## src/rtl/icache_cfg_pkg.sv

```systemverilog
// instruction cache geometry
// 4 ways, 64 sets, 16-byte lines over a 32-bit physical address
// sizes and the vector types that name them
package icache_cfg_pkg;

  //////////////////////////////////////////////////
  // geometry
  //////////////////////////////////////////////////
  localparam int unsigned NUM_WAYS   = 4;
  localparam int unsigned NUM_SETS   = 64;
  localparam int unsigned LINE_BYTES = 16;

  // derived widths
  localparam int unsigned PADDR_W    = 32;
  localparam int unsigned WORD_W     = 32;
  localparam int unsigned LINE_W     = LINE_BYTES * 8;
  localparam int unsigned WAY_IDX_W  = $clog2(NUM_WAYS);
  localparam int unsigned INDEX_W    = $clog2(NUM_SETS);
  localparam int unsigned OFFSET_W   = $clog2(LINE_BYTES);
  localparam int unsigned WORD_OFF_W = OFFSET_W - 2;
  localparam int unsigned TAG_W      = PADDR_W - INDEX_W - OFFSET_W;

  // replacement lfsr, x^8 + x^6 + x^5 + x^4 + 1 in right-shift form
  localparam int unsigned LFSR_W     = 8;
  localparam logic [LFSR_W-1:0] LFSR_TAPS = 8'hb8;
  localparam logic [LFSR_W-1:0] LFSR_SEED = 8'h01;

  //////////////////////////////////////////////////
  // named vectors
  //////////////////////////////////////////////////
  typedef logic [PADDR_W-1:0]    paddr_t;
  typedef logic [TAG_W-1:0]      tag_t;
  typedef logic [INDEX_W-1:0]    set_idx_t;
  typedef logic [WORD_OFF_W-1:0] word_off_t;
  typedef logic [WAY_IDX_W-1:0]  way_idx_t;
  typedef logic [NUM_WAYS-1:0]   way_mask_t;
  typedef logic [WORD_W-1:0]     fetch_word_t;
  typedef logic [LINE_W-1:0]     line_t;
  typedef logic [LFSR_W-1:0]     lfsr_t;

endpackage
```

## src/rtl/icache_bus_pkg.sv

```systemverilog
// instruction cache bus types
// fetch port, refill request, memory return and the internal way bus
package icache_bus_pkg;

  //////////////////////////////////////////////////
  // fetch port
  //////////////////////////////////////////////////
  typedef struct packed {
    logic                   valid;
    icache_cfg_pkg::paddr_t addr;
  } fetch_req_t;

  // valid is a single-cycle strobe, addr echoes the accepted fetch
  typedef struct packed {
    logic                        ready;
    logic                        valid;
    icache_cfg_pkg::fetch_word_t data;
    icache_cfg_pkg::paddr_t      addr;
  } fetch_rsp_t;

  //////////////////////////////////////////////////
  // memory port
  //////////////////////////////////////////////////
  typedef struct packed {
    icache_cfg_pkg::paddr_t   addr;
    logic                     nc;
    icache_cfg_pkg::way_idx_t way;
  } mem_req_t;

  typedef enum logic {
    RTRN_IFILL,
    RTRN_INV
  } rtrn_type_e;

  typedef struct packed {
    rtrn_type_e               rtype;
    icache_cfg_pkg::line_t    data;
    icache_cfg_pkg::set_idx_t inv_idx;
  } mem_rtrn_t;

  //////////////////////////////////////////////////
  // controller to ways
  //////////////////////////////////////////////////
  typedef struct packed {
    logic                      rd_en;
    logic                      wr_en;
    icache_cfg_pkg::way_mask_t wr_mask;
    icache_cfg_pkg::set_idx_t  idx;
    icache_cfg_pkg::tag_t      tag;
    logic                      vld;
    icache_cfg_pkg::line_t     line;
  } way_ctrl_t;

  typedef struct packed {
    icache_cfg_pkg::tag_t  tag;
    logic                  vld;
    icache_cfg_pkg::line_t line;
  } way_rd_t;

  typedef enum logic [1:0] {
    FLUSH,
    IDLE,
    READ,
    MISS
  } ctrl_state_e;

endpackage

```

## src/rtl/icache_hit_sel.sv

```systemverilog
// icache hit select
// compares every way's tag against the fetch tag and picks
// the addressed word out of the hitting way's line
module icache_hit_sel (
  input  icache_bus_pkg::way_rd_t [icache_cfg_pkg::NUM_WAYS-1:0] rd_i,
  input  icache_cfg_pkg::tag_t                                   tag_i,
  input  icache_cfg_pkg::word_off_t                              word_i,
  output logic                                                   hit_o,
  output icache_cfg_pkg::way_mask_t                              valid_o,
  output icache_cfg_pkg::fetch_word_t                            data_o
);
  import icache_cfg_pkg::*;

  way_mask_t                      hit_vec;
  fetch_word_t [NUM_WAYS-1:0]     way_word;

  //////////////////////////////////////////////////
  // per-way compare and word pick
  //////////////////////////////////////////////////
  for (genvar w = 0; w < NUM_WAYS; w++) begin : gen_cmp
    assign valid_o[w]  = rd_i[w].vld;
    assign hit_vec[w]  = rd_i[w].vld && (rd_i[w].tag == tag_i);
    assign way_word[w] = rd_i[w].line[word_i * WORD_W +: WORD_W];
  end

  // and-or mux, the hit vector is one-hot
  always_comb begin
    data_o = '0;
    for (int w = 0; w < NUM_WAYS; w++) begin
      data_o = data_o | ({WORD_W{hit_vec[w]}} & way_word[w]);
    end
  end

  assign hit_o = |hit_vec;

  // a line is only ever allocated once, so two ways
  // holding the same tag in one set means the
  // controller refilled a line that was present
  always_comb begin
    assert final ($onehot0(hit_vec))
      else $error("icache: tag hit in more than one way");
  end

endmodule

```

## config.mk

```make
export PLATFORM = sky130hd
export DESIGN_NAME = icache_hit_sel
export DESIGN_NICKNAME = d
export VERILOG_FILES = /design/src/rtl/icache_cfg_pkg.sv /design/src/rtl/icache_bus_pkg.sv /design/src/rtl/icache_hit_sel.sv
export SDC_FILE = /design/constraint.sdc
export NUM_CORES = 1
export LEC_CHECK = 0
export ABC_CLOCK_PERIOD_IN_PS = 2100
export CORE_AREA = 2 2 261 263
export DETAILED_ROUTE_END_ITERATION = 16
export DIE_AREA = 0 0 263 265
export DONT_BUFFER_PORTS = 1
export PLACE_DENSITY_LB_ADDON = 0.2
export SLEW_MARGIN = 0
export SYNTH_ARGS = -nofsm -noshare
export SYNTH_HDL_FRONTEND = slang
export SYNTH_SLANG_ARGS = --single-unit
```

## constraint.sdc

```tcl
create_clock -name vclk -period 2.1
set_input_delay 0.21 -clock vclk [all_inputs]
set_output_delay 0.21 -clock vclk [all_outputs]
set_load 0.1 [all_outputs]
```

; ---- Word level (Yosys, flattened, before mapping)
; Cells that the tools add are included.
[word_totals]
reg_bits = 0
elab_cells = 20
output_inout_bits = 37
input_bits = 628
[op_classes]
eq_ne = 4
shift = 4
bitwise_logic = 7
reduce_logical = 5
[op_table]
columns = cell, n
row1 = variable part select 128 x 8 -> 32 bit, 4
row2 = bitwise AND 32 bit, 4
row3 = bitwise OR 32 bit, 3
row4 = == test 22 bit, 4
row5 = logical AND 1 bit, 4
row6 = OR reduction 4 bit, 1

; ---- Longest topological paths before layout
[depth]
word_depth = 6
mapped_depth = 7

; ---- Worst setup path after synthesis
; Ideal clock, no wire load.
[synth_path]
path_kind = in2out
from = in word_i[0]
to = out data_o[0]
arrival_ps = 2361
path_stages = 6
slack_ps = -471
t_required_ps = 1890
path_cell_list = buf_4 -> buf_4 -> buf_2 -> mux4_2 -> nand3_1 -> nand4_1
[synth_between]
elab_chain_cells = 5
elab_cells_between_ends = 11
[synth_lines]
columns = item, line_no
row1 = "start, declared", icache_hit_sel.sv:7  ; input icache_cfg_pkg::word_off_t word_i,
row2 = variable part select 128 x 8 -> 32 bit, icache_hit_sel.sv:23  ; assign way_word[w] = rd_i[w].line[word_i * WORD_W +: WORD_W];
row3 = bitwise AND 32 bit, icache_hit_sel.sv:30  ; data_o = data_o | ({WORD_W{hit_vec[w]}} & way_word[w]);
row4 = bitwise OR 32 bit (2 in series), icache_hit_sel.sv:30
row5 = bitwise OR 32 bit (*), icache_hit_sel.sv:30
row6 = "end, declared", icache_hit_sel.sv:10  ; output icache_cfg_pkg::fetch_word_t data_o
; Every way passes the cells marked *; elsewhere a longest branch is shown, timed or not.

; ---- Final worst setup path
[layout_path]
from = in tag_i[11]
to = out data_o[17]
[layout_between]
elab_chain_cells = 6
elab_cells_between_ends = 15
[layout_lines]
columns = item, line_no
row1 = "start, declared", icache_hit_sel.sv:6  ; input icache_cfg_pkg::tag_t tag_i,
row2 = == test 22 bit, icache_hit_sel.sv:22  ; assign hit_vec[w] = rd_i[w].vld && (rd_i[w].tag == tag_i);
row3 = logical AND 1 bit, icache_hit_sel.sv:22
row4 = bitwise AND 32 bit, icache_hit_sel.sv:30
row5 = bitwise OR 32 bit (2 in series), icache_hit_sel.sv:30
row6 = bitwise OR 32 bit (*), icache_hit_sel.sv:30
; Marks and branches as above.

==> out/qor.csv <==
metric,value,unit
"Seq/Total Area, Yosys",0,%
Port Buf Inserts,0,
pins over their slew limit,0,
critical path class,input port to primary output,
FMAX,444.7,MHz
first-pass GRT wire length,50.88,mm
Post-Place Cells,1371,
VDD IR max,0.03846,mV
Sequential Area,0,sq um
leakage,2.243,nW
hold_buf cts,0,
initial core utilization,7.942,%
layout cells sized above 1,52.25,%
fin crit share,107.1,%
initial antenna violation count,17,
synthesized area per cell,11.19,sq um
final core occ,11.79,%
Top Ports,665,
dpl cell area,7298,sq um
Worst Hold Launch,rd_i[430],
area delta synth->final,48.49,%
post-DR vias/cell,3.829,
synth warn,0,
Most common cell on crit path,buf_12,
Startpoint Class,input port,
crit-path cells,xor2_1 -> nor4_4 -> buf_4 -> nand4_4 -> buf_12 -> buf_16 -> or3b_1 -> nand4_1 -> buf_12,
Setup Viol. Count Final,30,
top post-synthesis cells by area,"mux4_2 (54%), or3b_1 (9.7%), xnor2_1 (7.8%)",
synthesized cell area,5305,sq um
cell area power density,109.9,nW/um^2
GRT Util Overall,10.46,%
"Data required, critical path",1.89,ns
fin crit period,2.249,ns
Post-DP HPWL,32.39,mm
"Arr. time, crit path",2.04,ns
largest area contributor in the netlist,mux4_2,
max_slew headroom,68.93,%
1st-iter DRT viols,380,
number of clock buffers in the layout,0,
setup TNS,-2.822,ns
DIE HEIGHT,265,um
cells after synthesis,474,
worst-path fanout max,6,
Final Hold Viols,0,
worst slew pin tran,0.4645,ns
pin count of the biggest net entering global routing,129,
vias in the first global route,5873,
first-pass iteration count of the detailed router,5,
Max-Cap Viols,0,
slowest CP cell,or3b_1,
Netlist cell types,27,
final cell count without fillers,1397,
cell area after layout,7878,sq um
Post-route DRC,0,
post-synth top area share,54.34,%
hold_ws,0.4202,ns
status,"finished, violations left",
Worst Hold End,valid_o[2],
GP Congestion,0.9056,
DR WL/cell,28.22,um
number of sequential cells,0,
Die Wd,263,um
kind of end point of the critical path,primary output,
row cnt,95,
DIE AREA,69700,sq um
antenna-violating nets left,0,
Core Area,66800,sq um
grt total ovfl,0,
final setup margin,-0.1489,ns
violated checks,setup timing,
DR vias,5349,
WHS Path Cells,0,
WL final,39.42,mm
Hold Path Class,input port to primary output,
Synthesized Nets,1102,
"slowest stage delay, CP",0.39,ns
Nets,1141,
RSZ-0062 raised after global routing,yes,
## power breakdown
group / total [mW] / leakage [nW] / switching (mW) / internal, mW
clock: 0.000000639 / 0.0000855 / 0 / 0.000000639
combinational: 0.865 / 2.24 / 0.283 / 0.582
sequential: 0 / 0 / 0 / 0
total: 0.865 / 2.24 / 0.283 / 0.582
## critical path: cells and delay by family
family	cells	cell delay [ns]
xor gates and xnor gates	1	0.17
buffers and inverters	4	0.70
and+or+nand+nor	4	0.94
## cell usage after synthesis, types with 2 or more instances
| cell type | n |
|---|---|
| nor4_1 | 4 |
| and4_1 | 2 |
| xor2_1 | 41 |
| nor2_1 | 3 |
| buf_2 | 25 |
| nand4_1 | 44 |
| nand2_1 | 6 |
| nor4_2 | 6 |
| nor3_1 | 2 |
| nand3_1 | 65 |
| buf_1 | 4 |
| xnor2_1 | 47 |
| clkbuf_2 | 3 |
| clkbuf_1 | 19 |
| mux4_2 | 128 |
| or3b_1 | 59 |
| buf_4 | 6 |
## metal layers
metal	vias to the layer above	GRT usage [%]	part of all wire, %
met3	69	2.164	8.2
met5	-	0	0.14
met1	2704	12.41	37
li1	2112	-	-
met4	8	2.486	3.8
met2	456	19.18	51
## repair_timing
item / in CTS / in global routing
resized for setup: 46 / 10
pin swaps: 26 / 14
endpoints found under the setup margin: 33 / 32
buffers inserted: 10 / 2
gates cloned: 4 / 1
## layout make-up
type | instances | area [sq um]
well taps | 873 | 1092
multi-input cells | 417 | 5361
repair buffers | 94 | 1391
fillers | 7627 | 58920
diodes | 13 | 32.53
## how the worst max path moves through the flow
stage,end,slack [ns],startpoint,cells after the start
after detailed placement,data_o[31],-0.52,tag_i[12],7
after global placement,data_o[31],-0.56,tag_i[12],7
final,data_o[17],-0.15,tag_i[11],9
after global routing,data_o[11],-0.24,tag_i[0],9
after floorplan,data_o[21],-0.26,tag_i[10],7
after CTS,data_o[11],-0.18,tag_i[6],9
## cell usage in the layout, fill, tap and decap left out, drive strengths merged
| cell type | Yosys | routed |
|---|---|---|
| nand4 | 45 | 45 |
| o22ai | 1 | 1 |
| nand4b | 1 | 1 |
| or3b | 60 | 60 |
| mux4 | 128 | 128 |
| nand2 | 6 | 6 |
| nor2 | 3 | 3 |
| and4 | 2 | 2 |
| a311o | 1 | 1 |
| buf | 35 | 93 |
| or3 | 1 | 1 |
| clkbuf | 22 | 1 |
| diode | 0 | 13 |
| o32a | 1 | 1 |
| xnor2 | 47 | 47 |
| nand3 | 65 | 65 |
| nor3 | 2 | 2 |
| xor2 | 41 | 41 |
| a32oi | 1 | 1 |
| and3 | 1 | 1 |
| nor4 | 11 | 11 |
## through the flow
stage / setup WS [ns] / power (mW)
2_1_floorplan: -0.2648 / 0.7940
3_3_place_gp: -0.5610 / 0.8525
3_5_place_dp: -0.5246 / 0.8380
4_1_cts: -0.1789 / 0.8871
5_1_grt: -0.2421 / 0.9164
6_report: -0.1489 / 0.8655
## kinds of logic after synthesis
logic type / share of synthesized area [%]
mux: 54.34
compound gates: 0.6841
xor+xnor: 14.53
simple gates: 25.33
buf+inv: 5.118
No activity file was read; power rests on OpenSTA's default activity.
