`config.mk`:
```
export PLATFORM = sky130hd
export DESIGN_NAME = icache_victim
export DESIGN_NICKNAME = d
export VERILOG_FILES = /design/src/rtl/icache_cfg_pkg.sv /design/src/rtl/icache_victim.sv
export SDC_FILE = /design/constraint.sdc
export NUM_CORES = 1
export LEC_CHECK = 0
export ABC_AREA = 1
export ABC_CLOCK_PERIOD_IN_PS = 1000
export BUFFER_PORTS_ARGS = -buffer_cell sky130_fd_sc_hd__clkbuf_2
export CAP_MARGIN = 30
export CORE_AREA = 2 2 39 41
export DETAILED_ROUTE_END_ITERATION = 16
export DIE_AREA = 0 0 41 43
export PLACE_DENSITY = 0.57
export SYNTH_ARGS = -nofsm -noshare
export SYNTH_HDL_FRONTEND = slang
export SYNTH_SLANG_ARGS = --single-unit
export TNS_END_PERCENT = 100
```
`constraint.sdc`:
```
create_clock -name clk_i -period 1 [get_ports clk_i]
set_input_delay 0.15 -clock clk_i [delete_from_list [all_inputs] [get_ports clk_i]]
set_output_delay 0.15 -clock clk_i [all_outputs]
set_load 0.005 [all_outputs]
```
`src/rtl/icache_cfg_pkg.sv`:
```
// instruction cache geometry
// 4 ways, 64 sets, 16-byte lines over a 32-bit physical address
// sizes and the vector types that name them
package icache_cfg_pkg;

  //////////////////////////////////////////////////
  // geometry
  //////////////////////////////////////////////////
  localparam int unsigned NUM_WAYS   = 4;
  localparam int unsigned NUM_SETS   = 64;
  localparam int unsigned LINE_BYTES = 16;

  // derived widths
  localparam int unsigned PADDR_W    = 32;
  localparam int unsigned WORD_W     = 32;
  localparam int unsigned LINE_W     = LINE_BYTES * 8;
  localparam int unsigned WAY_IDX_W  = $clog2(NUM_WAYS);
  localparam int unsigned INDEX_W    = $clog2(NUM_SETS);
  localparam int unsigned OFFSET_W   = $clog2(LINE_BYTES);
  localparam int unsigned WORD_OFF_W = OFFSET_W - 2;
  localparam int unsigned TAG_W      = PADDR_W - INDEX_W - OFFSET_W;

  // replacement lfsr, x^8 + x^6 + x^5 + x^4 + 1 in right-shift form
  localparam int unsigned LFSR_W     = 8;
  localparam logic [LFSR_W-1:0] LFSR_TAPS = 8'hb8;
  localparam logic [LFSR_W-1:0] LFSR_SEED = 8'h01;

  //////////////////////////////////////////////////
  // named vectors
  //////////////////////////////////////////////////
  typedef logic [PADDR_W-1:0]    paddr_t;
  typedef logic [TAG_W-1:0]      tag_t;
  typedef logic [INDEX_W-1:0]    set_idx_t;
  typedef logic [WORD_OFF_W-1:0] word_off_t;
  typedef logic [WAY_IDX_W-1:0]  way_idx_t;
  typedef logic [NUM_WAYS-1:0]   way_mask_t;
  typedef logic [WORD_W-1:0]     fetch_word_t;
  typedef logic [LINE_W-1:0]     line_t;
  typedef logic [LFSR_W-1:0]     lfsr_t;

endpackage
```
`src/rtl/icache_victim.sv`:
```
// icache victim choice
// lowest invalid way first, otherwise a pseudo-random way
// from an 8-bit galois lfsr that steps on fills into a full set
module icache_victim (
  input  logic                      clk_i,
  input  logic                      rst_ni,
  input  icache_cfg_pkg::way_mask_t valid_i,
  input  logic                      advance_i,
  output icache_cfg_pkg::way_idx_t  victim_o
);
  import icache_cfg_pkg::*;

  lfsr_t    lfsr_q;
  lfsr_t    lfsr_d;
  logic     all_valid;
  way_idx_t first_inv;

  assign all_valid = &valid_i;

  // scan down so the lowest invalid way wins
  always_comb begin
    first_inv = '0;
    for (int w = NUM_WAYS - 1; w >= 0; w--) begin
      if (!valid_i[w]) begin
        first_inv = way_idx_t'(w);
      end
    end
  end

  // right-shift galois step
  assign lfsr_d = {1'b0, lfsr_q[LFSR_W-1:1]} ^ (lfsr_q[0] ? LFSR_TAPS : '0);

  always_ff @(posedge clk_i or negedge rst_ni) begin
    if (!rst_ni) begin
      lfsr_q <= LFSR_SEED;
    end else if (advance_i && all_valid) begin
      // only a replacement in a full set consumes a random value
      lfsr_q <= lfsr_d;
    end
  end

  assign victim_o = all_valid ? lfsr_q[WAY_IDX_W-1:0] : first_inv;

endmodule

```
======== After elaboration in Yosys (flattened, before gate mapping) ========
Cells that the tools add are included.
operators by class
  equal/unequal tests ..................... 0
  divide/modulo/power cells ............... 0
  add/subtract/negate cells ............... 0
  reductions and logical operators ........ 2
  muxes and demuxes ....................... 6
  bitwise operators ....................... 1
  order comparisons ....................... 0
  multipliers ............................. 0
  shift-type cells ........................ 0
operator list
  operator                    count
  2-to-1 mux 2 bit            5
  2-to-1 mux 8 bit            1
  bitwise XOR 7 x 8 -> 8 bit  1
  AND reduction 4 bit         1
  logical AND 1 bit           1
storage, ports and cells
  bits in latches ......................... 0
  memories kept ........................... 0
  RAM bits ................................ 0
  input bits .............................. 7
  bits in registers ....................... 8
  bits in read-only memories .............. 0

======== Longest topological paths before layout ========
Gate-level depths: netlist of run 1.
  depth after elaboration ................. 5
  depth in mapped cells ................... 5
  gate-level depth less buffers ........... 5

======== Worst setup path before layout of run 1 ========
No wires, ideal clock.
  path type ............................... flip-flop to flip-flop
  from .................................... register lfsr_q[0]
  to ...................................... register lfsr_q[3]
  setup time .............................. 0.117 ns
  stages on the path, launching flop included .. 6
  slack ................................... 0.082 ns
  arrival ................................. 0.801 ns
  data required time ...................... 0.883 ns
  path buffers ............................ 0
  path through ............................ dfstp_2 -> inv_1 -> nand2_1 -> nand2_1 -> nand3_1 -> nand2_1
between the ends
  cells in the longest elaborated chain, start to end .. 2
RTL lines
  item                        line                 RTL
  start: declaration          icache_victim.sv:13  lfsr_t lfsr_q;
  start signal: assignment    icache_victim.sv:38  lfsr_q <= lfsr_d;
  2-to-1 mux 8 bit            icache_victim.sv:31  assign lfsr_d = {1'b0, lfsr_q[LFSR_W-1:1]} ^ (lfsr_q[0] ? LFSR_TAPS : '0);
  bitwise XOR 7 x 8 -> 8 bit  icache_victim.sv:31
No other way between the ends.
A chain may end at the register's enable or synchronous reset.

======== Worst setup path after layout of run 1 ========
  from .................................... register lfsr_q[0]
  to ...................................... output victim_o[0]
between the ends
  cells in the longest elaborated chain, start to end .. 1
RTL lines
  item              line                 RTL
  2-to-1 mux 2 bit  icache_victim.sv:42  assign victim_o = all_valid ? lfsr_q[WAY_IDX_W-1:0] : first_inv;
  end: declaration  icache_victim.sv:9   output icache_cfg_pkg::way_idx_t victim_o
No other way between the ends.

==> summary.md, run 1 <==
| Metric | Value |
|---|---|
| Core Region | `0.00138 sq mm` |
| Initial antenna violation count | `0` |
| Antenna-violating nets left | `0` |
| HPWL Detailed | `617 um` |
| Worst reg2reg path startpoint | `lfsr_q[0]` |
| Chip width | `41 um` |
| Worst min-delay path category | `input pin to async pin` |
| Req. time, crit path | `0.85 ns` |
| Share of cells above drive strength 1 | `32.9%` |
| Critical path arrival | `1.00 ns` |
| Crit Path Class | `flip-flop to output port` |
| Final setup margin | `-0.149 ns` |
| Routability Congestion | `0.713` |
| Syn. warnings | `0` |
| Yosys top cell area share | `42.2%` |
| Crit end category | `output port` |
| Count of final setup violators | `6` |
| Commonest non-fill, non-tap cell in the layout | `nand2_1` |
| Crit path max-delay family | `flip-flops` |
| Crit path cell chain | `nand2_1 -> nand2_1 -> buf_2` |
| Post-Synthesis Net Count | `64` |
| Port bufs | `8` |
| Final period util | `115%` |
| Top cell type by total area after synthesis | `dfrtp_1` |
| Biggest regs | `lfsr_q: 8 flops` |
| Worst skew pair latency | `0.26 ns` |
| Largest Register | `lfsr_q` |
| CP dominant cell by count | `nand2_1` |
| Highest achievable clock rate | `between 0.8 and 0.9 GHz` |
| CP startpoint | `lfsr_q[0]` |
| Final non-filler cell area | `~570 sq um` |
| Final wirelength | `882 um` |
| DP Area | `485 sq um` |
| Total Nets Final | `84` |
| LEAKAGE | `0.328 nW` |
| Vias per Instance | `between 4 and 5` |
| Largest net degree at the start of global routing | `10` |
| Crit path largest cell delay | `0.53 ns` |
| Initial core utilization | `30.0%` |
| Post-route minimum period | `between 1 and 1.5 ns` |
| Clock Skews | `0.0105 ns` |
| Outcome | `finished with violations` |
| Tot GR Track Use | `12.5%` |
| Distinct cells, synth | `11` |
| Measured slew at the worst slew-check pin | `0.221 ns` |
| Mapped Avg Cell Area | `7.29 sq um` |
| Worst-path clk slew | `0.06 ns` |
| Drt pass-1 iters | `3` |
| Root Buffer | `clkbuf_4` |
| Bufs and invs on worst path | `1` |
| CP Launch Type | `flip-flop` |
| Antenna cells | `0` |
| Register area share after synthesis | `between 40 and 50%` |
| Worst R2R End | `lfsr_q[3]` |
| Synth top area cells | `dfrtp_1, nand2_1, nand3_1` |
| CTS tree | `yes` |
| Worst Reg-to-Reg Cells | `7` |
| Die Y-Extent | `43 um` |
| Detailed-route via count | `slightly below 400` |
| DR WL/cell | `about 9.6 um` |
| Final Max Slew Viols | `0` |
| RSZ-0062 raised after global routing | `true` |
| Final Util | `41.2%` |
| Cell count after synthesis | `57` |
| DRC Markers | `0` |
| Cell Pwr Density | `1120 mW/mm^2` |
| Clock Tree Buf Depth | `2` |
| Area grow syn2layout | `37.3%` |
| Row count | `14` |
| Vias in the first global route | `360` |
| Rel. slew slack | `a little under nine tenths` |
| Post-layout power | `0.000641 W` |
| Top Ports | `9` |
| Max FFs per register | `8` |
| CTS Buf Count | `3` |
| Post-synthesis register bit count | `8` |
| First-pass GRT wire length | `between 1000 and 1500 um` |
| Most frequent cells in the layout | `nand2_1, nand3_1, clkbuf_2, dfrtp_1, buf_4` |
| Max-cap violation count | `0` |
| CP max FO | `2` |
| Iteration-0 DRC Markers | `5` |
| Die ar. | `0.00176 sq mm` |
| Failing checks | `negative setup slack` |
| Critical Path Slowest Stage Cell | `dfstp_2` |
| Peak supply drop | `0.581 mV` |
| Total grt overflow | `0` |
| Final hold violation count | `0` |
| Htree depth | `1` |
| R2R Setup Slk | `-0.09 ns` |
| CTS sink cnt | `8` |
| Synthesized area | `415 sq um` |
## what timing repair did
action	4_1_cts	5_1_grt
setup endpoints to repair	2	5
resized for setup	0	6
setup buffers	2	3
hold endpoints to repair	8	0
hold buffers	1	0
pin swaps	2	7
## cell usage after synthesis (all sizes together)
| master | number |
|---|---|
| inv | 5 |
| nand2 | 31 |
| dfstp | 1 |
| nor2 | 3 |
| nand3 | 8 |
| clkbuf | 1 |
| o21ai | 1 |
| dfrtp | 7 |
## cell type report
type	instances	area [sq um]
timing repair buffer	16	106
tap	16	20.0
fill	140	813
clock buffer	4	26.3
inverter	5	21.3
multi-input combinational	43	195
sequential	8	201
## layer usage
metal	vias up	GRT usage [%]	share of wire (%)
met5	-	0	0
met4	0	6.00	1.6
met3	2	7.85	5.0
met2	5	17.2	48
met1	176	14.7	45
li1	215	-	-
## how the worst max path moves through the flow
stage,to,slack [ns],cells past startpoint
2_1_floorplan,lfsr_q[3],0.08,5
3_3_place_gp,lfsr_q[3],0.03,5
3_5_place_dp,lfsr_q[3],0.005,5
4_1_cts,victim_o[0],-0.17,3
5_1_grt,victim_o[0],-0.20,3
6_report,victim_o[0],-0.15,3
## metrics by stage
step | setup TNS (ns) | cells | hold WS, ns | worst slack, ns
after floorplan | 0 | 57 | -0.146 | 0.0822
after global placement | 0 | 82 | 0.00890 | 0.0312
after detailed placement | 0 | 82 | 0.00688 | 0.00525
after CTS | -0.308 | 89 | 0.262 | -0.167
after global routing | -0.803 | 92 | 0.284 | -0.205
final | -0.470 | 92 | 0.268 | -0.149
## power by group
part	internal, W	switching [W]
clock network	0.000153	0.000111
logic	0.0000221	0.0000317
registers	0.000324	0
## kinds of logic after synthesis
kind of cell | count (synthesis) | synth area share [%]
simple gates | 42 | 44.6
buf+inv | 6 | 5.72
compound gates | 1 | 1.20
flops | 8 | 48.5
No activity file was read; power rests on OpenSTA's default activity.
==> inputs of run 2 (changes only) <==
--- a/config.mk
+++ b/config.mk
@@ -6,7 +6,7 @@
 export NUM_CORES = 1
 export LEC_CHECK = 0
 export ABC_AREA = 1
-export ABC_CLOCK_PERIOD_IN_PS = 1000
+export ABC_CLOCK_PERIOD_IN_PS = 1100
 export BUFFER_PORTS_ARGS = -buffer_cell sky130_fd_sc_hd__clkbuf_2
 export CAP_MARGIN = 30
 export CORE_AREA = 2 2 39 41
==> constraint.sdc (replaced) <==
create_clock -name clk_i -period 1.1 [get_ports clk_i]
set_input_delay 0.165 -clock clk_i [delete_from_list [all_inputs] [get_ports clk_i]]
set_output_delay 0.165 -clock clk_i [all_outputs]
set_load 0.005 [all_outputs]
==> run 2 against run 1 <==
  * The run still ends with negative setup slack left
  * Utilization down 3.0 points
  * Setup slack better by 0.079 ns
  * Via count down 3.5%
  * Combinational power is 11% lower
  * Routed wire length is 1.1% lower
  * Clock-buffer cell count is the same
  * Hold slack lost 0.019 ns
  * Die area unchanged
  * Global-route usage rose by 0.44 points
  * Clock skew down 0.0060 ns
  * Design area decreased by 7.2%
  * Critical path depth is the same
==> summary.md, run 2 (synthesis gave the netlist of run 1 again) <==
| Metric | Value |
|---|---|
| Measured slew at the worst slew-check pin | `0.234 ns (was 0.221 ns)` |
| CTS tree | `yes (unchanged)` |
| Worst min-delay path category | `input pin to flip-flop (was input pin to async pin)` |
| Chip width | `41 um (unchanged)` |
| Clock Skews | `0.00452 ns (was 0.0105 ns)` |
| Die Y-Extent | `43 um (unchanged)` |
| Req. time, crit path | `0.94 ns (was 0.85 ns)` |
| Register area | `201 sq um (unchanged)` |
| Dpl cells | `81 (was 82)` |
| Share of cells above drive strength 1 | `25.0% (was 32.9%)` |
| Rel. slew slack | `84.4% (was 85.2%)` |
| Commonest non-fill, non-tap cell in the layout | `nand2_1 (unchanged)` |
| First-pass GRT wire length | `1430 um (was 1440 um)` |
| Initial core utilization | `30.0% (unchanged)` |
| CP Launch Type | `flip-flop (unchanged)` |
| Vias per Instance | `4.36 (was 4.33)` |
| DP Area | `478 sq um (was 485 sq um)` |
| Crit end category | `output port (unchanged)` |
| Drt pass-1 iters | `4 (was 3)` |
| Core Region | `0.00138 sq mm (unchanged)` |
| CP max FO | `2 (unchanged)` |
| Biggest regs | `lfsr_q: 8 flops (unchanged)` |
| Post-route minimum period | `1.17 ns` |
| Largest Register | `lfsr_q (unchanged)` |
| Final Util | `38.2% (was 41.2%)` |
| Most frequent cells in the layout | `nand2_1, nand3_1, clkbuf_2, dfrtp_1, inv_1 (was nand2_1, nand3_1, clkbuf_2, dfrtp_1, buf_4)` |
| RSZ-0062 raised after global routing | `true (unchanged)` |
| Post-layout power | `0.000597 W (was 0.000641 W)` |
| Total Nets Final | `80 (was 84)` |
| Antenna-violating nets left | `0 (unchanged)` |
| Worst skew pair latency | `0.27 ns (was 0.26 ns)` |
| Worst-path clk slew | `0.05 ns (was 0.06 ns)` |
| Antenna cells | `0 (unchanged)` |
| Root Buffer | `clkbuf_4 (unchanged)` |
| Highest achievable clock rate | `0.855 GHz` |
| Outcome | `finished with violations (unchanged)` |
| Clock Tree Buf Depth | `2 (unchanged)` |
| Tot GR Track Use | `12.9% (was 12.5%)` |
| Area grow syn2layout | `27.4% (was 37.3%)` |
| Layout Cells excl Fill | `88 (was 92)` |
| Final non-filler cell area | `529 sq um (was 571 sq um)` |
| Crit Path Class | `flip-flop to output port (unchanged)` |
| Final setup margin | `-0.0698 ns (was -0.149 ns)` |
| DR WL/cell | `9.91 um (was 9.59 um)` |
| Vias in the first global route | `333 (was 360)` |
| Max-cap violation count | `0 (unchanged)` |
| Failing checks | `negative setup slack (unchanged)` |
| Critical path arrival | `1.00 ns (about the same)` |
| Final Max Slew Viols | `0 (unchanged)` |
| Final hold violation count | `0 (unchanged)` |
| HPWL Detailed | `601 um (was 617 um)` |
| Final wirelength | `872 um (was 882 um)` |
| Area of the multi-input gates | `190 sq um (was 195 sq um)` |
| Peak supply drop | `0.491 mV (was 0.581 mV)` |
| Max FFs per register | `8 (unchanged)` |
| Setup tns final | `-0.0698 ns (was -0.470 ns)` |
| Cell Pwr Density | `1130 mW/mm^2 (was 1120 mW/mm^2)` |
| Iteration-0 DRC Markers | `6 (was 5)` |
| Die ar. | `0.00176 sq mm (unchanged)` |
| DRC Markers | `0 (unchanged)` |
| Count of final setup violators | `1 (was 6)` |
| Htree depth | `1 (unchanged)` |
| Detailed-route via count | `384 (was 398)` |
| LEAKAGE | `0.303 nW (was 0.328 nW)` |
| CTS Buf Count | `3 (unchanged)` |
| Initial antenna violation count | `0 (unchanged)` |
| CTS sink cnt | `8 (unchanged)` |
| Row count | `14 (unchanged)` |
| Total grt overflow | `0 (unchanged)` |
| Routability Congestion | `0.681 (was 0.713)` |
| # fillers | `154 (was 140)` |
| Top Ports | `9 (unchanged)` |
| Largest net degree at the start of global routing | `10 (unchanged)` |
| Final period util | `106%` |
| Port bufs | `8 (unchanged)` |
==> run 2: changes by cell type in the layout (fill, tap and decap cells not counted) <==
| cell | delta |
|---|---|
| buf_6 | -1 |
| nand2_1 | +2 |
| inv_4 | -1 |
| buf_4 | -3 |
| inv_1 | +1 |
| nand2_2 | -2 |
==> run 2: worst max-delay path: stages, from the launching register on <==
cell and delay, ns:
dfstp_2 0.53, nand2_1 0.05, nand2_1 0.06, buf_2 0.10
==> run 2: worst paths after layout <==
path / cells after the start / from / end / slack (ns)
worst max-delay path: 3 / lfsr_q[0] / victim_o[0] / -0.07
worst min-delay path: 3 / advance_i / lfsr_q[0] / 0.25
worst max register to register: 6 / lfsr_q[0] / lfsr_q[3] / 0.04
worst min register to register: 2 / lfsr_q[3] / lfsr_q[3] / 0.47
max in group asynchronous: 2 / rst_ni / lfsr_q[0] / 0.57
min in group asynchronous: 2 / rst_ni / lfsr_q[7] / 0.28
==> run 2: cell type report <==
type                       instances  share of cell area (%)
sequential                         8                    38.1
multi-input combinational         43                    35.9
timing repair buffer              12                    13.7
clock buffer                       4                    4.96
tap                               16                    3.78
inverter                           5                    3.55
==> run 2: metrics by stage <==
stage,hold WS [ns],setup WS [ns]
final,0.248,-0.0698
after global placement,0.0230,0.0906
after detailed placement,0.0247,0.0872
after floorplan,-0.131,0.182
after CTS,0.243,-0.0743
after global routing,0.258,-0.102
==> run 2: report_power, final <==
part	total [W]	internal (W)	switching, W
sequential	0.000295	0.000295	0
clock	0.000255	0.000140	0.000115
combinational	0.0000479	0.0000191	0.0000289
==> run 2: timing repair <==
item,CTS,global route
gates resized for setup,0,1
hold buffers,1,0
endpoints found under the hold margin,8,0
endpoints found under the setup margin,1,4
pin swaps,1,1
buffers inserted,1,1
==> run 2: layer usage <==
metal	track usage, %	up-vias	share of wire, %
li1	-	207	-
met1	14.5	167	45
met2	17.8	5	46
met3	4.71	5	3.9
met4	12.0	0	4.8
met5	0	-	0
