==> src/rtl/icache_cfg_pkg.sv <==
// instruction cache geometry
// 4 ways, 64 sets, 16-byte lines over a 32-bit physical address
// sizes and the vector types that name them
package icache_cfg_pkg;

  //////////////////////////////////////////////////
  // geometry
  //////////////////////////////////////////////////
  localparam int unsigned NUM_WAYS   = 4;
  localparam int unsigned NUM_SETS   = 64;
  localparam int unsigned LINE_BYTES = 16;

  // derived widths
  localparam int unsigned PADDR_W    = 32;
  localparam int unsigned WORD_W     = 32;
  localparam int unsigned LINE_W     = LINE_BYTES * 8;
  localparam int unsigned WAY_IDX_W  = $clog2(NUM_WAYS);
  localparam int unsigned INDEX_W    = $clog2(NUM_SETS);
  localparam int unsigned OFFSET_W   = $clog2(LINE_BYTES);
  localparam int unsigned WORD_OFF_W = OFFSET_W - 2;
  localparam int unsigned TAG_W      = PADDR_W - INDEX_W - OFFSET_W;

  // replacement lfsr, x^8 + x^6 + x^5 + x^4 + 1 in right-shift form
  localparam int unsigned LFSR_W     = 8;
  localparam logic [LFSR_W-1:0] LFSR_TAPS = 8'hb8;
  localparam logic [LFSR_W-1:0] LFSR_SEED = 8'h01;

  //////////////////////////////////////////////////
  // named vectors
  //////////////////////////////////////////////////
  typedef logic [PADDR_W-1:0]    paddr_t;
  typedef logic [TAG_W-1:0]      tag_t;
  typedef logic [INDEX_W-1:0]    set_idx_t;
  typedef logic [WORD_OFF_W-1:0] word_off_t;
  typedef logic [WAY_IDX_W-1:0]  way_idx_t;
  typedef logic [NUM_WAYS-1:0]   way_mask_t;
  typedef logic [WORD_W-1:0]     fetch_word_t;
  typedef logic [LINE_W-1:0]     line_t;
  typedef logic [LFSR_W-1:0]     lfsr_t;

endpackage
==> src/rtl/icache_bus_pkg.sv <==
// instruction cache bus types
// fetch port, refill request, memory return and the internal way bus
package icache_bus_pkg;

  //////////////////////////////////////////////////
  // fetch port
  //////////////////////////////////////////////////
  typedef struct packed {
    logic                   valid;
    icache_cfg_pkg::paddr_t addr;
  } fetch_req_t;

  // valid is a single-cycle strobe, addr echoes the accepted fetch
  typedef struct packed {
    logic                        ready;
    logic                        valid;
    icache_cfg_pkg::fetch_word_t data;
    icache_cfg_pkg::paddr_t      addr;
  } fetch_rsp_t;

  //////////////////////////////////////////////////
  // memory port
  //////////////////////////////////////////////////
  typedef struct packed {
    icache_cfg_pkg::paddr_t   addr;
    logic                     nc;
    icache_cfg_pkg::way_idx_t way;
  } mem_req_t;

  typedef enum logic {
    RTRN_IFILL,
    RTRN_INV
  } rtrn_type_e;

  typedef struct packed {
    rtrn_type_e               rtype;
    icache_cfg_pkg::line_t    data;
    icache_cfg_pkg::set_idx_t inv_idx;
  } mem_rtrn_t;

  //////////////////////////////////////////////////
  // controller to ways
  //////////////////////////////////////////////////
  typedef struct packed {
    logic                      rd_en;
    logic                      wr_en;
    icache_cfg_pkg::way_mask_t wr_mask;
    icache_cfg_pkg::set_idx_t  idx;
    icache_cfg_pkg::tag_t      tag;
    logic                      vld;
    icache_cfg_pkg::line_t     line;
  } way_ctrl_t;

  typedef struct packed {
    icache_cfg_pkg::tag_t  tag;
    logic                  vld;
    icache_cfg_pkg::line_t line;
  } way_rd_t;

  typedef enum logic [1:0] {
    FLUSH,
    IDLE,
    READ,
    MISS
  } ctrl_state_e;

endpackage

==> src/rtl/icache_ctrl.sv <==
// icache controller
// flush, lookup, miss and invalidation state machine
// holds the fetch address and drives the shared way bus
module icache_ctrl (
  input  logic                        clk_i,
  input  logic                        rst_ni,
  input  logic                        en_i,
  input  logic                        flush_i,
  input  icache_bus_pkg::fetch_req_t  fetch_req_i,
  output icache_bus_pkg::fetch_rsp_t  fetch_rsp_o,
  output icache_bus_pkg::mem_req_t    mem_req_o,
  output logic                        mem_req_valid_o,
  input  logic                        mem_ack_i,
  input  logic                        mem_rtrn_valid_i,
  input  icache_bus_pkg::mem_rtrn_t   mem_rtrn_i,
  input  logic                        hit_i,
  input  icache_cfg_pkg::fetch_word_t hit_data_i,
  input  icache_cfg_pkg::way_idx_t    victim_i,
  output icache_bus_pkg::way_ctrl_t   way_ctrl_o,
  output logic                        advance_o,
  output logic                        miss_o,
  output logic                        busy_o
);
  import icache_cfg_pkg::*;
  import icache_bus_pkg::*;

  ctrl_state_e state_d, state_q;
  set_idx_t    flush_cnt_d, flush_cnt_q;
  logic        cache_en_d, cache_en_q;
  logic        flush_d, flush_q;
  paddr_t      addr_q;
  way_idx_t    victim_q;

  logic        rsp_ready, rsp_valid;
  logic        read_en, fill_we, inv_en, flush_en, flush_done;
  tag_t        addr_tag;
  set_idx_t    addr_idx;
  word_off_t   addr_word;
  fetch_word_t fill_word;
  paddr_t      req_addr;

  //////////////////////////////////////////////////
  // address split
  //////////////////////////////////////////////////
  assign addr_tag  = addr_q[PADDR_W-1 -: TAG_W];
  assign addr_idx  = addr_q[OFFSET_W +: INDEX_W];
  assign addr_word = addr_q[2 +: WORD_OFF_W];
  // requested word out of the returning line
  assign fill_word = mem_rtrn_i.data[addr_word * WORD_W +: WORD_W];

  // line address when cached and word address when uncached
  assign req_addr = cache_en_q ? {addr_q[PADDR_W-1:OFFSET_W], {OFFSET_W{1'b0}}}
                               : {addr_q[PADDR_W-1:2], 2'b00};

  assign inv_en     = mem_rtrn_valid_i && (mem_rtrn_i.rtype == RTRN_INV);
  assign flush_done = (flush_cnt_q == set_idx_t'(NUM_SETS - 1));

  //////////////////////////////////////////////////
  // state machine
  //////////////////////////////////////////////////
  always_comb begin
    state_d         = state_q;
    cache_en_d      = cache_en_q;
    // flush requests wait here until the next idle
    flush_d         = flush_q | flush_i;
    flush_en        = 1'b0;
    read_en         = 1'b0;
    fill_we         = 1'b0;
    rsp_ready       = 1'b0;
    rsp_valid       = 1'b0;
    mem_req_valid_o = 1'b0;
    miss_o          = 1'b0;

    unique case (state_q)
      // clear one set per cycle
      FLUSH: begin
        flush_en = 1'b1;
        if (flush_done) begin
          state_d    = IDLE;
          flush_d    = 1'b0;
          cache_en_d = en_i;
        end
      end
      IDLE: begin
        // disabling is immediate while enabling goes through a flush
        cache_en_d = cache_en_q & en_i;
        if (flush_d || (en_i && !cache_en_q)) begin
          state_d = FLUSH;
        end else if (!mem_rtrn_valid_i) begin
          // a return beat owns the way bus this cycle
          rsp_ready = 1'b1;
          if (fetch_req_i.valid) begin
            read_en = 1'b1;
            state_d = READ;
          end
        end
      end
      // way outputs are valid now
      READ: begin
        if (cache_en_q && hit_i) begin
          rsp_valid = 1'b1;
          state_d   = IDLE;
          // back-to-back lookup unless something needs idle
          if (!mem_rtrn_valid_i && !flush_d && en_i) begin
            rsp_ready = 1'b1;
            if (fetch_req_i.valid) begin
              read_en = 1'b1;
              state_d = READ;
            end
          end
        end else begin
          // a miss or an uncached fetch holds the request until acknowledged
          mem_req_valid_o = 1'b1;
          if (mem_ack_i) begin
            miss_o  = cache_en_q;
            state_d = MISS;
          end
        end
      end
      MISS: begin
        if (mem_rtrn_valid_i && (mem_rtrn_i.rtype == RTRN_IFILL)) begin
          rsp_valid = 1'b1;
          // uncached data is passed on and not kept
          fill_we   = cache_en_q;
          state_d   = IDLE;
        end
      end
      default: begin
        state_d = FLUSH;
      end
    endcase
  end

  assign flush_cnt_d = flush_done ? '0 : (flush_en ? flush_cnt_q + 1'b1 : flush_cnt_q);

  //////////////////////////////////////////////////
  // way bus
  //////////////////////////////////////////////////
  // flush beats invalidation
  // a lookup never meets either of them
  always_comb begin
    way_ctrl_o.rd_en   = read_en;
    way_ctrl_o.wr_en   = flush_en | inv_en | fill_we;
    way_ctrl_o.wr_mask = '1;
    way_ctrl_o.idx     = fetch_req_i.addr[OFFSET_W +: INDEX_W];
    way_ctrl_o.tag     = addr_tag;
    way_ctrl_o.vld     = 1'b0;
    way_ctrl_o.line    = mem_rtrn_i.data;
    if (flush_en) begin
      way_ctrl_o.idx = flush_cnt_q;
    end else if (inv_en) begin
      way_ctrl_o.idx = mem_rtrn_i.inv_idx;
    end else if (fill_we) begin
      // refill goes to the way chosen at request time
      way_ctrl_o.wr_mask = way_mask_t'(1) << victim_q;
      way_ctrl_o.idx     = addr_idx;
      way_ctrl_o.vld     = 1'b1;
    end
  end

  assign advance_o = fill_we;
  assign busy_o    = (state_q != IDLE);

  assign fetch_rsp_o = '{
    ready: rsp_ready,
    valid: rsp_valid,
    data:  (state_q == READ) ? hit_data_i : fill_word,
    addr:  addr_q
  };

  assign mem_req_o = '{addr: req_addr, nc: !cache_en_q, way: victim_i};

  //////////////////////////////////////////////////
  // registers
  //////////////////////////////////////////////////
  always_ff @(posedge clk_i or negedge rst_ni) begin
    if (!rst_ni) begin
      state_q     <= FLUSH;
      flush_cnt_q <= '0;
      cache_en_q  <= 1'b0;
      flush_q     <= 1'b0;
    end else begin
      state_q     <= state_d;
      flush_cnt_q <= flush_cnt_d;
      cache_en_q  <= cache_en_d;
      flush_q     <= flush_d;
    end
  end

  always_ff @(posedge clk_i) begin
    if (read_en) begin
      addr_q <= fetch_req_i.addr;
    end
    if (mem_req_valid_o && mem_ack_i) begin
      victim_q <= victim_i;
    end
  end

  //////////////////////////////////////////////////
  // assertions
  //////////////////////////////////////////////////
  // outside a flush the counter rests at zero
  // so every flush walks all sets from set 0
  legal_state: assert property (@(posedge clk_i) disable iff (!rst_ni)
    (state_q != FLUSH) |-> (flush_cnt_q == '0))
    else $error("icache: flush counter running outside a flush");

  // no invalidation may land while a refill is pending,
  // so a refill write never shares a cycle with one
  inv_vs_refill: assert property (@(posedge clk_i) disable iff (!rst_ni)
    (state_q == MISS) |-> !inv_en)
    else $error("icache: invalidation during a pending refill");

endmodule

==> config.mk <==
export PLATFORM = sky130hd
export DESIGN_NAME = icache_ctrl
export DESIGN_NICKNAME = d
export VERILOG_FILES = /design/src/rtl/icache_cfg_pkg.sv /design/src/rtl/icache_bus_pkg.sv /design/src/rtl/icache_ctrl.sv
export SDC_FILE = /design/constraint.sdc
export NUM_CORES = 1
export LEC_CHECK = 0
export BUFFER_PORTS_ARGS = -buffer_cell sky130_fd_sc_hd__buf_2
export CORE_AREA = 2 2 186 188
export DETAILED_ROUTE_END_ITERATION = 10
export DIE_AREA = 0 0 188 190
export GPL_ROUTABILITY_DRIVEN = 0
export PLACE_DENSITY_LB_ADDON = 0.25
export SLEW_MARGIN = 20
export SYNTH_ARGS = -nofsm -noshare
export SYNTH_HDL_FRONTEND = slang
export SYNTH_SLANG_ARGS = --single-unit
==> constraint.sdc <==
create_clock -name clk_i -period 8.5 [get_ports clk_i]
set_input_delay 1.275 -clock clk_i [delete_from_list [all_inputs] [get_ports clk_i]]
set_output_delay 1.275 -clock clk_i [all_outputs]
set_load 0.05 [all_outputs]
After elaboration in Yosys (flattened, before gate mapping)
Cells that the tools add are included.

Flip-flop bits (word level): 44. Input port bits: 209. Output and inout port bits: 268. Word-level logic and storage cells: 88.

Add/subtract/negate cells: 1. Eq/ne operators: 10. Shifts and indexed selects: 2. Mux-type cells: 48. Bitwise operators: 5. Reductions and logical operators: 16.

Operators by type and width (number): indexed part select 128 x 8 -> 32 bit (1); two-way mux 32 bit (1); two-way mux 1 bit (25); two-way mux 6 bit (4); two-way mux 2 bit (9); two-way mux 4 bit (3); two-way mux 10 bit (1); inequality test 3 bit (second input constant) (3); one-hot mux 1 bit (2 select lines) (4); one-hot mux 2 bit (4 select lines) (1); logical AND 1 bit (7); adder 6 x 1 -> 6 bit (second input constant) (1); == test 6 bit (second input constant) (1); AND reduction 5 bit (1); == test 2 bit (second input constant) (2); inequality test 2 bit (second input constant) (2); nonzero test 2 bit (2); << shifter 1 x 2 -> 4 bit (first input constant) (1); zero test 1 bit (3); bitwise OR 1 bit (3); == test 2 x 1 -> 1 bit (second input constant) (1); zero test 2 bit (1); inequality test 2 x 1 -> 1 bit (second input constant) (1); AND reduction 2 bit (1); other kinds (3) (3).

Longest topological paths before layout
Gate-level depths: netlist of the first run.

Depth in word-level cells: 7. Mapped depth: 8.

Least setup slack after synthesis of the first run
No wires, ideal clock.

Path kind: input port to output port. Start: in flush_i. End: out way_ctrl_o[162] (netlist bit). Arrival: 3.685 ns. Setup slack: 3.540 ns. Cell stages on the path: 5. Buffers on the path: 1. Cell sequence: or3b_1 > nor2_1 > o21ai_0 > nor2_1 > buf_4.

Longest elaborated chain between the ends: 7. Elaborated cells between the ends (all ways): 9. Classes of those cells: mux: 4; bitwise: 1; reduce/logical: 4.

RTL lines: start: declaration (RTL line icache_ctrl.sv:8) `input logic flush_i,`; bitwise OR 1 bit (*) (RTL line icache_ctrl.sv:65) `flush_d = flush_q | flush_i;`; zero test 1 bit (RTL line icache_ctrl.sv:104) `if (!mem_rtrn_valid_i && !flush_d && en_i) begin`; logical AND 1 bit (2 in series) (RTL line icache_ctrl.sv:104); two-way mux 1 bit (RTL line icache_ctrl.sv:104); two-way mux 1 bit (RTL line icache_ctrl.sv:100) `if (cache_en_q && hit_i) begin`; one-hot mux 1 bit (2 select lines) (*) (RTL line icache_ctrl.sv:74) `unique case (state_q)`; end: declaration (RTL line icache_ctrl.sv:19) `output icache_bus_pkg::way_ctrl_t way_ctrl_o,`.

Mark *: on every way between the ends. The rest lies on a longest branch, timed or not.

==> metrics.txt, run 1 <==
CORE AREA=33,900 um^2; fin crit share=0.537; CTS tree=built; CP Max Fanout=33; DIE WIDTH=around 190 um; yosys warns=0; GRT overflow=0; max-cap check violation count=0; post-route non-filler standard cell count=roughly 1,200; #FFs+latches synth=44; largest net degree at the start of global routing=40; Post-CTS Setup Bufs=0; Layout area overhead=37.3%; WP data required=7.22 ns; Mapped Cells=410; r2r setup slk=roughly 5.7 ns; Max VDD drop=0.0798 mV; post_cts resized=0; setup violators final=0; port bufs=about 470; Root Driver=clkbuf_16; Slew @ Worst Pin=0.964 ns; Clock transition at path regs=0.07 ns; clock skew=between 0.006 and 0.007 ns; Synth cell types=between 40 and 50; first-pass GRT wire length=25,200 um; DRC violations left=0; CP Class=in2out; Initial DRC Count=97; full die area=35,700 um^2; Layout Nets=between 900 and 1,000; HPWL Detailed=about 16,000 um; Tot Pwr=1.00 mW; vias in the first global route=3,948; Total Wirelength=18,000 um; All-Layer GR Usage=0.0947; final hold slack=0.565 ns; startpoint types=input pin; Syn Area/Cell=approximately 11 um^2; Initial Util=0.133; max frequency=219 MHz; Worst-Skew Late Latency=0.29 ns; final hold violation count=0; Die H=between 150 and 200 um; first drt pass iteration count=4; Arr. time, crit path=roughly 3.3 ns; EDFF count, synth=34; H-tree levels=2; placed cells=roughly 1,100; RSZ-0062 raised after global routing=no; run status=complete, no violations; CTS Buffer Depth=2; via count=a little over 4,000; share of post-route cells with drive strength above 1=0.806; power density over cell area=162 nW/um^2; Seq/Total Area, Yosys=0.282; Slew Limit Fails=0; Worst Hold Class=reg2reg; Final min period=4.56 ns; vias per inst=3.50; CP endpoint kind=primary output; TNS Setup=0 ns; initial antenna violation count=3; leakage=a little over 3 nW; Mapped Area=4500 um^2; Wirelength per Cell=15.6 um; ys flop type=edfxtp_1; asr flop ratio synth=0.227; Slew HR=0.356; # rows=between 60 and 70; CTS Buf Count=5; I/O pin cnt=~480; hold_buf cts=0; Final ANT Viol Nets=0; CTS sink count=44
## placed cells by master, fill, tap and decap left out, types with 2 or more instances in the layout
| master | n |
|---|---|
| buf_2 | 474 |
| edfxtp_1 | 34 |
| mux2_2 | 33 |
| mux4_2 | 32 |
| nor2_1 | 13 |
| dfrtp_1 | 10 |
| o21ai_0 | 9 |
| inv_1 | 8 |
| nand2_1 | 8 |
| mux2i_1 | 7 |
| a211oi_1 | 7 |
| clkbuf_16 | 6 |
| a21o_1 | 5 |
| nor2b_1 | 4 |
| ha_1 | 4 |
| buf_4 | 4 |
| a21oi_1 | 3 |
| and2_1 | 2 |
| and3_1 | 2 |
| nand4_1 | 2 |
| xnor2_1 | 2 |
| o31ai_1 | 2 |
| conb_1 | 2 |
## state kept, by name, indices dropped and copies added (netlist names)
register,count
flush_q,1
cache_en_q,1
victim_q,2
state_q,2
addr_q,32
flush_cnt_q,6
## cell usage after synthesis (all sizes together) (3+ instances only)
cell      n  share of area
a211oi    7          0.012
a21o      6          0.010
a21oi     3         0.0033
buf     193           0.32
clkbuf    9         0.0075
dfrtp    10          0.056
edfxtp   34           0.23
ha        5          0.014
inv       8         0.0067
mux2     34          0.086
mux2i     7          0.016
mux4     32           0.16
nand2     8         0.0067
nor2     14          0.012
nor2b     4         0.0056
o21ai     9          0.010
## critical path, stage by stage
cell and delay (ns):
buf_2 0.13, or3b_1 0.42, nor2_1 0.09, o21ai_0 0.15, nor2_4 0.79, buf_2 0.41
## area by class of cell
type	instances	area (um^2)
multi-input cells	157	1740
inverters	8	30.0
repair buffers	478	2400
well taps	455	569
flip-flops and latches	44	1270
diodes	1	2.50
fillers	3832	27800
clock buffers	6	150
clock inverters	2	15.0
## worst paths after layout
path,from,end,cells past startpoint
max,flush_i,way_ctrl_o[162],6
min,flush_cnt_q[5],flush_cnt_q[5],1
max reg2reg,state_q[0],addr_q[23],7
min reg2reg,flush_cnt_q[5],flush_cnt_q[5],1
max in group asynchronous,rst_ni,state_q[0],1
min in group asynchronous,rst_ni,flush_cnt_q[1],1
## stage by stage
step            util  instance area [um^2]  worst slack [ns]
2_1_floorplan      -                  4510              3.54
3_3_place_gp   0.177                  6020              3.89
3_5_place_dp   0.177                  6020              3.87
4_1_cts        0.182                  6180              3.85
5_1_grt        0.182                  6180              3.74
6_report       0.182                  6180              3.94
## cell families after synthesis
logic type	after synthesis	share of synthesized area
XOR/XNOR	3	0.00584
adder cells (fa/ha/maj)	5	0.0139
other	1	0.000833
buffers and inverters	210	0.334
multiplexers	73	0.261
AND/OR/NAND/NOR	40	0.0456
AO/OA/AOI/OAI	34	0.0564
flip-flops	44	0.282
## report_power, final
group          total (mW)  internal (mW)  switching [mW]
clock               0.217          0.128          0.0889
sequential          0.279          0.251          0.0288
combinational       0.503          0.150           0.354
## layer usage
| metal | share of wire | global-route usage | up-vias |
|---|---|---|---|
| met5 | 0.00089 | 0 | - |
| met4 | 0.011 | 0.0224 | 2 |
| met3 | 0.071 | 0.0188 | 12 |
| met2 | 0.53 | 0.179 | 273 |
| met1 | 0.39 | 0.108 | 1907 |
| li1 | - | - | 1839 |
No activity file was read; power rests on OpenSTA's default activity.
==> run 2, diff against run 1 <==
--- a/config.mk
+++ b/config.mk
@@ -5,10 +5,11 @@
 export SDC_FILE = /design/constraint.sdc
 export NUM_CORES = 1
 export LEC_CHECK = 0
+export ABC_AREA = 1
 export BUFFER_PORTS_ARGS = -buffer_cell sky130_fd_sc_hd__buf_2
-export CORE_AREA = 2 2 186 188
+export CORE_AREA = 2 2 184 186
 export DETAILED_ROUTE_END_ITERATION = 10
-export DIE_AREA = 0 0 188 190
+export DIE_AREA = 0 0 186 188
 export GPL_ROUTABILITY_DRIVEN = 0
 export PLACE_DENSITY_LB_ADDON = 0.25
 export SLEW_MARGIN = 20
==> constraint.sdc (replaced) <==
create_clock -name clk_i -period 4.4 [get_ports clk_i]
set_input_delay 0.66 -clock clk_i [delete_from_list [all_inputs] [get_ports clk_i]]
set_output_delay 0.66 -clock clk_i [all_outputs]
set_load 0.05 [all_outputs]
==> run 2 against run 1 <==
Against the previous run:
- clock skew rose by 0.0012 ns
- clock power grew 100%
- sequential cell count did not move
- count of clock-buffer cells in the layout is 1 lower
- hold slack worse by 0.33 ns
- routed wire length increased by 20%
- register-to-register slack lost 3.4 ns
- critical endpoint is now fetch_rsp_o[56]
==> metrics.txt, run 2 <==
initial antenna violation count=1; clock skew=about 0.0080 ns; # rows=67; CP Class=reg2out; GRT overflow=0; yosys warns=0; Clock transition at path regs=0.07 ns; FILL cells=~3,800; final hold violation count=0; Post-synth top cells=194 x buf_4, 179 x nor2_1, 74 x o21ai_0, 42 x nand2_1, 35 x inv_1; Die H=188 um; most flop-heavy register=addr_q; fin crit share=0.698; #FFs+latches synth=44; HPWL Detailed=18,300 um; Crit path buffers/inverters=4; Post-CTS Setup Bufs=0; most frequent cells in the layout=474 x buf_2, 178 x nor2_1, 74 x o21ai_0; H-tree levels=2; WP data required=3.74 ns; ys flop type=edfxtp_1; setup violators final=0; Initial DRC Count=between 200 and 250; run status=complete, no violations; RSZ-0062 raised after global routing=no; max frequency=326 MHz; full die area=35,000 um^2; first-pass GRT wire length=roughly 30,000 um; Arr. time, crit path=2.41 ns; vias in the first global route=approximately 4,800; Slew HR=0.393; CTS tree=built; via count=5,173; DIE WIDTH=roughly 190 um; share of post-route cells with drive strength above 1=0.531; CP Max Fanout=26; Pint=0.998 mW; Root Driver=clkbuf_16; max-cap check violation count=0; leading area contributor after synthesis=buf_4; Top Registers=addr_q x32, flush_cnt_q x6; Synth cell types=31; Final ANT Viol Nets=0; final hold slack=0.238 ns; share of total power in the clock network=0.231; Slew Limit Fails=0; met3 wire length=approximately 1400 um; leakage=about 3.3 nW; Synth top area share=0.310; port bufs=474; EDFF count, synth=34; delay-heaviest family, CP=buffers and inverters; Util after Layout=0.191; Metal-1 WL=between 9000 and 10,000 um; Slew @ Worst Pin=0.910 ns; hold_buf cts=0; Syn Area/Cell=roughly 7.0 um^2; Final min period=slightly above 3 ns; vias per inst=3.71; crit-path max cell delay=0.44 ns; CORE AREA=roughly 33,000 um^2; crit-path cells=inv_1, ha_1, inv_2, buf_4, nor2_1, a31oi_1, buf_2; Total Wirelength=21,500 um; largest net degree at the start of global routing=66; Layout area overhead=34.4%; Switching Fraction=0.480; commonest non-fill, non-tap cell in the layout=buf_2; Wirelength per Cell=15.4 um; post_cts resized=0; All-Layer GR Usage=0.112; max layer used=met5; DR WL met2=10,700 um; Initial Util=0.142; first drt pass iteration count=4; Psw=0.921 mW; Worst Hold Class=in2async; Seq/Total Area, Yosys=0.270; Max VDD drop=about 0.38 mV; DRC violations left=0; Comb power frac=0.498; asr flop ratio synth=0.227; top post-synthesis cells by area=buf_4 31%, edfxtp_1 22%, nor2_1 14%; power density over cell area=304 nW/um^2; I/O pin cnt=477; top-count cell post-synth=buf_4; CTS Buffer Depth=2; CTS Buf Count=5; TNS Setup=0 ns; Mapped Area=about 4700 um^2; startpoint types=register; Layout Nets=1,160; Worst-Skew Late Latency=~0.29 ns; CTS sink count=44; max reg flops=32; Mapped Cells=a little under 700; Flop pwr share=0.271; CP max stage cell=inv_2; CP endpoint kind=primary output
run 2: cell types whose count changed after synthesis, moves of 10 or more:
cell / change
a31oi_1: +32
inv_1: +27
mux2_2: -33
mux4_2: -32
nand2_1: +34
nand3_1: +10
nor2_1: +165
o21ai_0: +65
run 2: cell families after synthesis:
logic type | after synthesis | share of synthesized area
AO/OA/AOI/OAI | 123 | 0.145
XOR/XNOR | 1 | 0.00186
other | 1 | 0.000797
AND/OR/NAND/NOR | 244 | 0.207
flip-flops | 44 | 0.270
adder cells (fa/ha/maj) | 5 | 0.0133
buffers and inverters | 255 | 0.361
run 2: final cells by class:
| type | instances | area [um^2] | share of cell area |
|---|---|---|---|
| timing repair buffer | 481 | 2420 | 0.384 |
| multi-input combinational | 375 | 1740 | 0.276 |
| clock inverter | 3 | 46.3 | 0.00732 |
| tap | 448 | 561 | 0.0887 |
| antenna | 1 | 2.50 | 0.000396 |
| sequential | 44 | 1270 | 0.201 |
| clock buffer | 5 | 125 | 0.0198 |
| inverter | 39 | 146 | 0.0232 |
run 2: power groups by stage:
stage	Sequential (mW)	Combinational [mW]	Clock, mW
after CTS	0.519	0.964	0.462
after detailed placement	0.528	0.960	0
after global placement	0.528	0.966	0
after floorplan	0.515	0.763	0
final	0.519	0.957	0.443
after global routing	0.525	1.03	0.473
run 2: worst register-to-register path, stage by stage (launching register included):
cell	delay, ns
dfrtp_1	0.41
inv_1	0.09
ha_1	0.28
nand3_1	0.15
o21ai_0	0.19
nand2_1	0.12
nor2_4	0.11
buf_4	0.40
run 2: per-layer routing:
metal / track usage / vias to the layer above
li1: - / 2547
met1: 0.141 / 2384
met2: 0.201 / 225
met3: 0.0196 / 15
met4: 0.0194 / 2
met5: 0 / -
run 2: final timing paths:
kind | from | endpoint | slack, ns | cells past startpoint
worst min-delay path | rst_ni | flush_q | 0.24 | 1
min in group clk_i | flush_cnt_q[2] | flush_cnt_q[2] | 0.51 | 1
worst max register to register | state_q[0] | addr_q[2] | 2.28 | 7
max in group asynchronous | rst_ni | state_q[1] | 3.94 | 1
worst max-delay path | state_q[0] | fetch_rsp_o[56] | 1.33 | 7
worst min register to register | flush_cnt_q[2] | flush_cnt_q[2] | 0.51 | 1
run 2: metrics by stage:
stage / cells / instance area (um^2) / setup WS, ns / total power [mW]
floorplan: 674 / 4710 / 0.826 / 1.28
global placement: 1387 / 6150 / 1.64 / 1.49
detailed placement: 1387 / 6150 / 1.59 / 1.49
CTS: 1395 / 6320 / 1.28 / 1.95
global route: 1395 / 6320 / 1.12 / 2.03
finish: 1396 / 6320 / 1.33 / 1.92
==> run 3, diff against run 2 <==
--- a/config.mk
+++ b/config.mk
@@ -5,11 +5,11 @@
 export SDC_FILE = /design/constraint.sdc
 export NUM_CORES = 1
 export LEC_CHECK = 0
-export ABC_AREA = 1
+export ABC_AREA = 0
 export BUFFER_PORTS_ARGS = -buffer_cell sky130_fd_sc_hd__buf_2
-export CORE_AREA = 2 2 184 186
+export CORE_AREA = 2 2 185 187
 export DETAILED_ROUTE_END_ITERATION = 10
-export DIE_AREA = 0 0 186 188
+export DIE_AREA = 0 0 187 189
 export GPL_ROUTABILITY_DRIVEN = 0
 export PLACE_DENSITY_LB_ADDON = 0.25
 export SLEW_MARGIN = 20
==> constraint.sdc (replaced) <==
create_clock -name clk_i -period 2.7 [get_ports clk_i]
set_input_delay 0.405 -clock clk_i [delete_from_list [all_inputs] [get_ports clk_i]]
set_output_delay 0.405 -clock clk_i [all_outputs]
set_load 0.05 [all_outputs]
==> run 3 against run 2 <==
Against the previous run:
- cell count decreased by 18%
- count of clock-buffer cells in the layout unchanged
- sequential power increased by 68%
- design area decreased by 0.97%
- setup slack got worse by 1.1 ns
- register-to-register slack got worse by 1.8 ns
- non-clock buffer count increased by 2
- hold slack improved by 0.045 ns
- critical path type unchanged
- critical endpoint is now way_ctrl_o[162]
- highest routed layer unchanged
==> metrics.txt, run 3 (same netlist as run 1, synthesis figures left out) <==
run status=complete, no violations; # rows=67; CTS Buffer Depth=2; hold_buf cts=1; r2r setup slk=0.49 ns; Root Driver=clkbuf_16; Final ANT Viol Nets=0; Layout area overhead=39.0%; Antenna Cells=0; Worst R2R Start=state_q[1]; post-route non-filler standard cell count=1,148; Switching Fraction=0.467; CTS Buf Count=5; Hold Path Sink=addr_q[11]; DRC violations left=0; CORE AREA=33,300 um^2; max-cap check violation count=0; post_cts resized=0; full die area=35,300 um^2; Total Wirelength=18,900 um; I/O pin cnt=between 400 and 500; share of total power in the clock network=0.221; most frequent cells in the layout=474 x buf_2, 34 x edfxtp_1, 33 x mux2_2; clock skew=0.00800 ns; CTS tree=built; Initial Util=0.135; commonest non-fill, non-tap cell in the layout=buf_2; All-Layer GR Usage=0.0993; Arr. time, crit path=2.10 ns; GRT overflow=0; startpoint types=register; setup violators final=0; vias in the first global route=4,029; FILL cells=between 3,000 and 4,000; Clock transition at path regs=0.07 ns; cells on worst reg2reg path=7; via count=~4,200; Max VDD drop=0.244 mV; Slew Limit Fails=0; WP data required=between 2 and 2.5 ns; CTS sink count=between 40 and 50; share of post-route cells with drive strength above 1=0.807; Top Registers=addr_q x32, flush_cnt_q x6; final hold slack=about 0.28 ns; Crit path top cell by count=inv_1; Final min period=2.51 ns; hold path cells=1; power density over cell area=512 nW/um^2; port bufs=474; most flop-heavy register=addr_q; delay-heaviest family, CP=compound AO/OA/AOI/OAI gates; Layout Nets=a little over 900; Hold Path Origin=fetch_req_i[11]; Worst-Skew Late Latency=0.29 ns; DIE WIDTH=187 um; crit-path max cell delay=0.40 ns; Initial DRC Count=193; fin crit share=0.929; HPWL Detailed=16,500 um; CP Class=reg2out; Wirelength per Cell=16.4 um; placed cells=1,139; Comb power frac=0.506; Crit path buffers/inverters=3; Psw=1.50 mW; vias per inst=3.62; Post-CTS Setup Bufs=0; CP Max Fanout=3; Pint=1.71 mW; H-tree levels=2; RSZ-0062 raised after global routing=no; initial antenna violation count=1; CP endpoint kind=primary output; crit-path cells=inv_1, ha_1, inv_1, a2111oi_4, o21ai_0, nor2_4, buf_2; max frequency=~400 MHz; final hold violation count=0; Worst Hold Class=in2reg; CP max stage cell=dfrtp_1; first-pass GRT wire length=26,000 um; R2R Path End=addr_q[20]; Util after Layout=0.188; Die H=189 um; Flop pwr share=0.273; first drt pass iteration count=6; max reg flops=32; largest net degree at the start of global routing=35; leakage=3.08 nW
-- run 3: changes by cell type in the layout (fill, tap and decap cells not counted), moves of 27 or more --
cell	before	now
nor2_1	178	12
mux4_2	0	32
a31oi_1	32	0
mux2_2	0	33
o21ai_0	74	5
inv_1	35	8
nand2_1	42	8
-- run 3: per-layer routing --
| layer | up-vias | global-route usage | wire length, um |
|---|---|---|---|
| li1 | 1848 | - | - |
| met4 | 2 | 0.0342 | 462 |
| met5 | - | 0 | 16 |
| met2 | 315 | 0.194 | 10000 |
| met1 | 1967 | 0.108 | 6750 |
| met3 | 19 | 0.0146 | 1600 |
-- run 3: per-stage QoR --
stage                     setup TNS, ns  area, um^2  total power, mW  setup WS, ns
final                                 0        6260             3.20         0.192
after global routing                  0        6260             3.34        0.0275
after CTS                             0        6260             3.25         0.153
after detailed placement              0        6080             2.51         0.447
after global placement                0        6080             2.53         0.502
after floorplan                 -0.0455        4520             2.14       -0.0455
-- run 3: worst max path at each step --
stage / startpoint / end / slack, ns / depth (start not counted)
after global routing: state_q[1] / way_ctrl_o[162] / 0.03 / 7
after global placement: state_q[1] / addr_q[10] / 0.50 / 7
final: state_q[1] / way_ctrl_o[162] / 0.19 / 7
after floorplan: state_q[1] / way_ctrl_o[162] / -0.05 / 7
after detailed placement: state_q[1] / addr_q[7] / 0.45 / 7
after CTS: state_q[1] / way_ctrl_o[162] / 0.15 / 7
-- run 3: final cells by class --
| class | count | area, um^2 | area share |
|---|---|---|---|
| Clock inverter | 3 | 47.5 | 0.00760 |
| Tap cell | 448 | 561 | 0.0895 |
| Timing Repair Buffer | 483 | 2480 | 0.396 |
| Inverter | 8 | 30.0 | 0.00480 |
| Sequential cell | 44 | 1270 | 0.203 |
| Multi-Input combinational cell | 157 | 1750 | 0.279 |
| Clock buffer | 5 | 125 | 0.0200 |
-- run 3: power by group through the flow --
stage	clock [mW]	sequential, mW	combinational, mW
2_1_floorplan	0	0.864	1.28
3_3_place_gp	0	0.889	1.64
3_5_place_dp	0	0.889	1.63
4_1_cts	0.741	0.873	1.63
5_1_grt	0.756	0.884	1.70
6_report	0.709	0.874	1.62
